File: src/common/gfx_pkg.sv
package gfx_pkg;

    ////////////////////////////////////////////////////////////////////////////
    // Widths
    ////////////////////////////////////////////////////////////////////////////

    // Video RAM word address and word
    typedef logic [12:0] vaddr_t;
    typedef logic [15:0] vword_t;

    // Palette in bits 5:4, color index below
    typedef logic [5:0] pixel_t;

    // Line buffer index
    typedef logic [8:0] pix_idx_t;

    // Scroll offsets and video line
    typedef logic [8:0] scrx_t;
    typedef logic [7:0] scry_t;
    typedef logic [7:0] vline_t;

    // Visible pixels and tiles fetched per line
    localparam int LINE_WIDTH     = 320;
    localparam int TILES_PER_LINE = 41;

    ////////////////////////////////////////////////////////////////////////////
    // APB register map
    ////////////////////////////////////////////////////////////////////////////

    localparam logic [7:0] REG_SCRX   = 8'h00;
    localparam logic [7:0] REG_SCRY   = 8'h04;
    localparam logic [7:0] REG_VADDR  = 8'h08;
    localparam logic [7:0] REG_VDATA  = 8'h0C;
    localparam logic [7:0] REG_STATUS = 8'h10;

    // Fetch engine states
    typedef enum logic [1:0] {
        ST_MAP   = 2'd0,
        ST_PAT_L = 2'd1,
        ST_PAT_H = 2'd2,
        ST_DONE  = 2'd3
    } fetch_state_t;

endpackage

File: src/hw/gfx_regs.sv
`timescale 1ns/1ps

module gfx_regs (
    input  logic             clk,
    input  logic             reset,

    // APB slave
    input  logic             psel,
    input  logic             penable,
    input  logic             pwrite,
    input  logic [7:0]       paddr,
    input  logic [31:0]      pwdata,
    output logic [31:0]      prdata,
    output logic             pready,

    // Renderer status
    input  logic             busy,

    // Register values
    output gfx_pkg::scrx_t   scrx,
    output gfx_pkg::scry_t   scry,

    // Video RAM write port
    output logic             vram_we,
    output gfx_pkg::vaddr_t  vram_waddr,
    output gfx_pkg::vword_t  vram_wdata
);

    logic            wr_access;
    gfx_pkg::vaddr_t vptr;

    // No wait states
    assign pready    = 1'b1;
    assign wr_access = psel && penable && pwrite;

    always_ff @(posedge clk) begin
        if (reset) begin
            scrx    <= '0;
            scry    <= '0;
            vptr    <= '0;
            vram_we <= 1'b0;
        end else begin
            vram_we <= 1'b0;
            if (wr_access) begin
                case (paddr)
                    gfx_pkg::REG_SCRX:  scrx <= pwdata[8:0];
                    gfx_pkg::REG_SCRY:  scry <= pwdata[7:0];
                    gfx_pkg::REG_VADDR: vptr <= pwdata[12:0];
                    gfx_pkg::REG_VDATA: begin
                        // One write strobe, pointer moves on
                        vram_we <= 1'b1;
                        vptr    <= vptr + 13'd1;
                    end
                    default: ;
                endcase
            end
        end
    end

    // Write address and data follow the strobe
    always_ff @(posedge clk) begin
        if (wr_access && paddr == gfx_pkg::REG_VDATA) begin
            vram_waddr <= vptr;
            vram_wdata <= pwdata[15:0];
        end
    end

    always_comb begin
        case (paddr)
            gfx_pkg::REG_SCRX:   prdata = {23'd0, scrx};
            gfx_pkg::REG_SCRY:   prdata = {24'd0, scry};
            gfx_pkg::REG_VADDR:  prdata = {19'd0, vptr};
            gfx_pkg::REG_STATUS: prdata = {31'd0, busy};
            default:             prdata = 32'd0;
        endcase
    end

endmodule

File: config.mk
export PLATFORM = sky130hd
export DESIGN_NAME = gfx_regs
export DESIGN_NICKNAME = d
export VERILOG_FILES = /design/src/common/gfx_pkg.sv /design/src/hw/gfx_regs.sv
export SDC_FILE = /design/constraint.sdc
export NUM_CORES = 1
export LEC_CHECK = 0
export CORE_ASPECT_RATIO = 1.25
export CORE_UTILIZATION = 30
export DETAILED_ROUTE_END_ITERATION = 7
export DONT_BUFFER_PORTS = 1
export REMOVE_ABC_BUFFERS = 1
export SYNTH_ARGS = -nofsm -noshare
export SYNTH_HDL_FRONTEND = slang
export SYNTH_SLANG_ARGS = --single-unit
File: constraint.sdc
create_clock -name clk -period 9.3 [get_ports clk]
set_input_delay 0.93 -clock clk [delete_from_list [all_inputs] [get_ports clk]]
set_output_delay 0.93 -clock clk [all_outputs]
set_load 0.005 [all_outputs]
# Yosys cells after proc, flatten, opt, wreduce, memory -nomap -nowiden
# Index checks and enable logic that the tools add are counted.
# totals
register_bits	60
input_bits	46
elab_cells	24
# op_classes
addsub	1
eq_ne	4
mux	3
bitwise_logic	1
reduce_logical	9
# ops
cell	count
$pmux 13 s4	1
$pmux 13 s2	1
$eq 8x4->1 const B	2
$add 13x1->13 const B	1
$eq 8x3->1 const B	1
$eq 8x5->1 const B	1
$logic_not 8->1	1
$reduce_and 2->1	3
$logic_and 1x1->1	3
$reduce_bool 2->1	1
$reduce_or 2->1	1
$mux 1	1
$not 1->1	1

# Logic depth before layout (Yosys ltp)
# logic_depth
word_depth	4
mapped_depth	6
mapped_depth_nobuf	5

# Worst setup path before layout
# No wires, ideal clock.
# synth_timing
path_kind	input-to-reg
startpoint	in paddr[5]
endpoint	reg vram_waddr[0] (enable)
setup_ps	415
t_arrival_ps	3506
slack_ps	5379
stages	5
path_cell_list	buf_2 -> or4b_2 -> or2_2 -> buf_2 -> nor2_1
# synth_between
elab_chain_len	2
# synth_lines
item	line_no	text
start, declared	gfx_regs.sv:11	input logic [7:0] paddr,
$eq 8x4->1	gfx_regs.sv:62	if (wr_access && paddr == gfx_pkg::REG_VDATA) begin
$logic_and 1x1->1	gfx_regs.sv:62	
end signal, assigned	gfx_regs.sv:63	vram_waddr <= vptr;
end, declared	gfx_regs.sv:25	output gfx_pkg::vaddr_t vram_waddr,
# Every way passes these cells.
# A chain may end at the register's enable or synchronous reset.

# Final worst setup path
# layout_timing
startpoint	in paddr[7]
endpoint	out prdata[6]
# layout_between
elab_chain_len	2
word_cells_on_any_way	5
classes_between	eq/ne: 3; mux: 1; reduce/logical: 1
# layout_lines
item	line_no	text
$eq 8x5->1, or another cell as far along	gfx_regs.sv:69	case (paddr)
$pmux 13 s4 *	gfx_regs.sv:69	
end, declared	gfx_regs.sv:13	output logic [31:0] prdata,
# Mark *: on every way between the ends. The rest lies on a longest branch, timed or not.

==> summary.txt <==
Clock network
  • CTS resizes: 0
  • Clock Sinks: 60
  • Htree depth: 3
  • Worst-path clk slew: 0.07 ns
  • CTS tree: built
  • Clock Path Buffers: 2
  • Hold buffers post-CTS: 0
  • CTS Buf Count: 9
  • Postcts setup bufs: 0
  • Worst-Skew Late Latency: 0.35 ns
  • CTS root buf: clkbuf_8

Die
  • Initial Util: 31.5%
  • Die height: 109 um
  • Core Rows: 38
  • Die Wd: 87.9 um
  • I/O pin cnt: 126
  • Core Area: 8800 um^2
  • Die ar.: 9620 um^2

GRT
  • Total gr overflow: 0
  • Vias in the first global route: 1,878
  • Initial antenna violation count: 0
  • Largest net degree at the start of global routing: 33
  • GRT Util Overall: 15.7%
  • First-pass GRT wire length: 10.7 mm

Placement
  • PortBufs: 0
  • Placed cell areas: 2830 um^2
  • Placer Congestion: 0.797
  • Post-detail-place hpwl: 4.87 mm

Layout
  • Final Net Count: 302
  • ANT cells: 0
  • Cell area after layout: 3030 um^2
  • Fill cell count: 882
  • Reg area: 1490 um^2
  • Area of the multi-input gates: 1110 um^2
  • Final Core Density: 34.5%
  • Share of layout cells above drive strength 1: 11.9%
  • Layout overhead on the synthesized area: 9.53%

Worst hold path
  • Hold WC Path Type: register to register

STA
  • Slew margin rel.: 40.2%
  • Setup TNS Final: 0 ns
  • Final setup violation count: 0
  • Slew @ Worst Pin: 0.895 ns
  • Unrepaired setup endpoints after global routing: no
  • Fmax: 280 MHz
  • Final period util: 38.4%
  • Final-report hold violation count: 0
  • Final Max Slew Viols: 0
  • Final setup skew: 0.0105 ns
  • Minimum clock period: 3.57 ns

Status
  • Status: finished clean

Worst setup path
  • CP Launch Type: input port
  • Setup crit end kind: primary output
  • Maximum fanout along the worst path: 8
  • Data required, critical path: 8.37 ns
  • Critical path class: input port to primary output
  • Worst EP arrival: 2.64 ns
  • Setup slack, reg-to-reg: 7.48 ns

Power and ir drop
  • Leakage: 0.000990 uW
  • Pwr dens: 178 nW/um^2
  • Worst vdd ir: 0.0603 mV

Logic synthesis
  • Number of synthesized register bits: 60
  • Netlist cell types: 47
  • Synth warn: 0
  • Cells after synthesis: 255
  • Post-synth EDFFs: 29
  • Synthesized area per cell: 10.9 um^2
  • Main synth FF type: dfxtp_1
  • Post-synthesis sequential area ratio: 53.9%
  • Post-Syn Area: 2770 um^2
  • Share of flip-flops with an asynchronous set or reset: 0%

Detailed routing
  • Vias/cell: 5.27
  • Routed vias: 2,002
  • Detail Route Antenna Nets: 0
  • DR iter-0 viols: 145
  • WL/cell: 18.6 um
  • DRC errors left: 0
  • Final wirelength: 7.08 mm
  • DRT Pass-1 Iters: 4

Job
  • Max-cap violation count: 0
## per-stage QoR
step	std cells	total power (uW)	hold slack, ns	setup WS [ns]
after global placement	364	291	0.507	5.73
after detailed placement	364	292	0.509	5.70
after CTS	380	547	0.525	5.72
after floorplan	240	290	0.460	5.49
final	380	539	0.523	5.73
after global routing	380	561	0.538	5.64
## cell families after synthesis
logic type                 share of synthesized area (%)
and+or+nand+nor                                     15.1
DFF                                                 53.9
AOI/OAI and AO/OA                                   14.5
buffers and inverters                               9.67
muxes                                               6.15
other                                              0.271
adders and majority gates                          0.452
## registers in the layout (all words and copies together) (netlist names)
register / flops
vram_waddr: 13
vram_wdata: 16
scry: 8
vram_we: 1
scrx: 9
vptr: 13
## path summary, 6_finish.rpt
path              startpoint             to  cells past startpoint
setup / recovery    paddr[7]      prdata[6]                      5
hold / removal       vptr[9]  vram_waddr[9]                      0
setup reg to reg     vptr[1]       vptr[10]                      5
hold reg to reg      vptr[9]  vram_waddr[9]                      0
## placed cells by master (no fill, tap or decap), types with 9 or more instances in the layout
cell	netlist	final
nand2_1	9	9
inv_1	13	13
dfxtp_1	31	31
conb_1	2	20
a21oi_1	9	9
nor2_1	21	20
nand3_1	10	10
mux2i_1	17	17
clkbuf_8	0	9
edfxtp_1	29	29
## layout make-up
cell class / count / area share, %
flip-flops and latches: 60 / 49.2
multi-input cells: 167 / 36.5
well taps: 120 / 4.95
clock buffers: 10 / 4.21
clock inverters: 6 / 2.60
inverters: 13 / 1.61
repair buffers: 4 / 0.990
## power breakdown
part	switching (uW)	leakage (uW)	internal, uW	total [uW]
Clock	105	0.000107	149	253
Sequential	0.128	0.000521	276	276
Combinational	6.28	0.000362	3.93	10.2
Total	111	0.000990	428	539
## synth_stat cells (4+ instances only)
cell type,count,share of area [%]
a222oi_1,7,2.5
nor2_1,21,2.8
a211oi_1,5,1.4
mux2i_1,17,6.1
nand3_1,10,1.8
clkbuf_1,7,0.95
and2_1,4,0.90
buf_2,4,0.72
inv_1,13,1.8
edfxtp_1,29,31
o21ai_0,8,1.4
a21oi_1,9,1.6
nand2_1,9,1.2
dfxtp_1,31,22
buf_4,20,5.4
o32ai_1,5,1.6
nor3_1,4,0.72
## layer usage
metal  wire [um]  part of all wire, %  global-route usage [%]  vias up
met2        3290                   47                    23.6      111
met1        3010                   43                    19.5      963
met5           0                    0                       0        -
met4         169                  2.4                    9.48        0
li1            -                    -                       -      918
met3         602                  8.5                    4.95       10
## critical path: stages
cell and delay [ns]:
or4_4 0.61, nor3_1 0.57, buf_4 0.28, a222oi_1 0.13
inv_1 0.13
No activity file was read; power rests on OpenSTA's default activity.
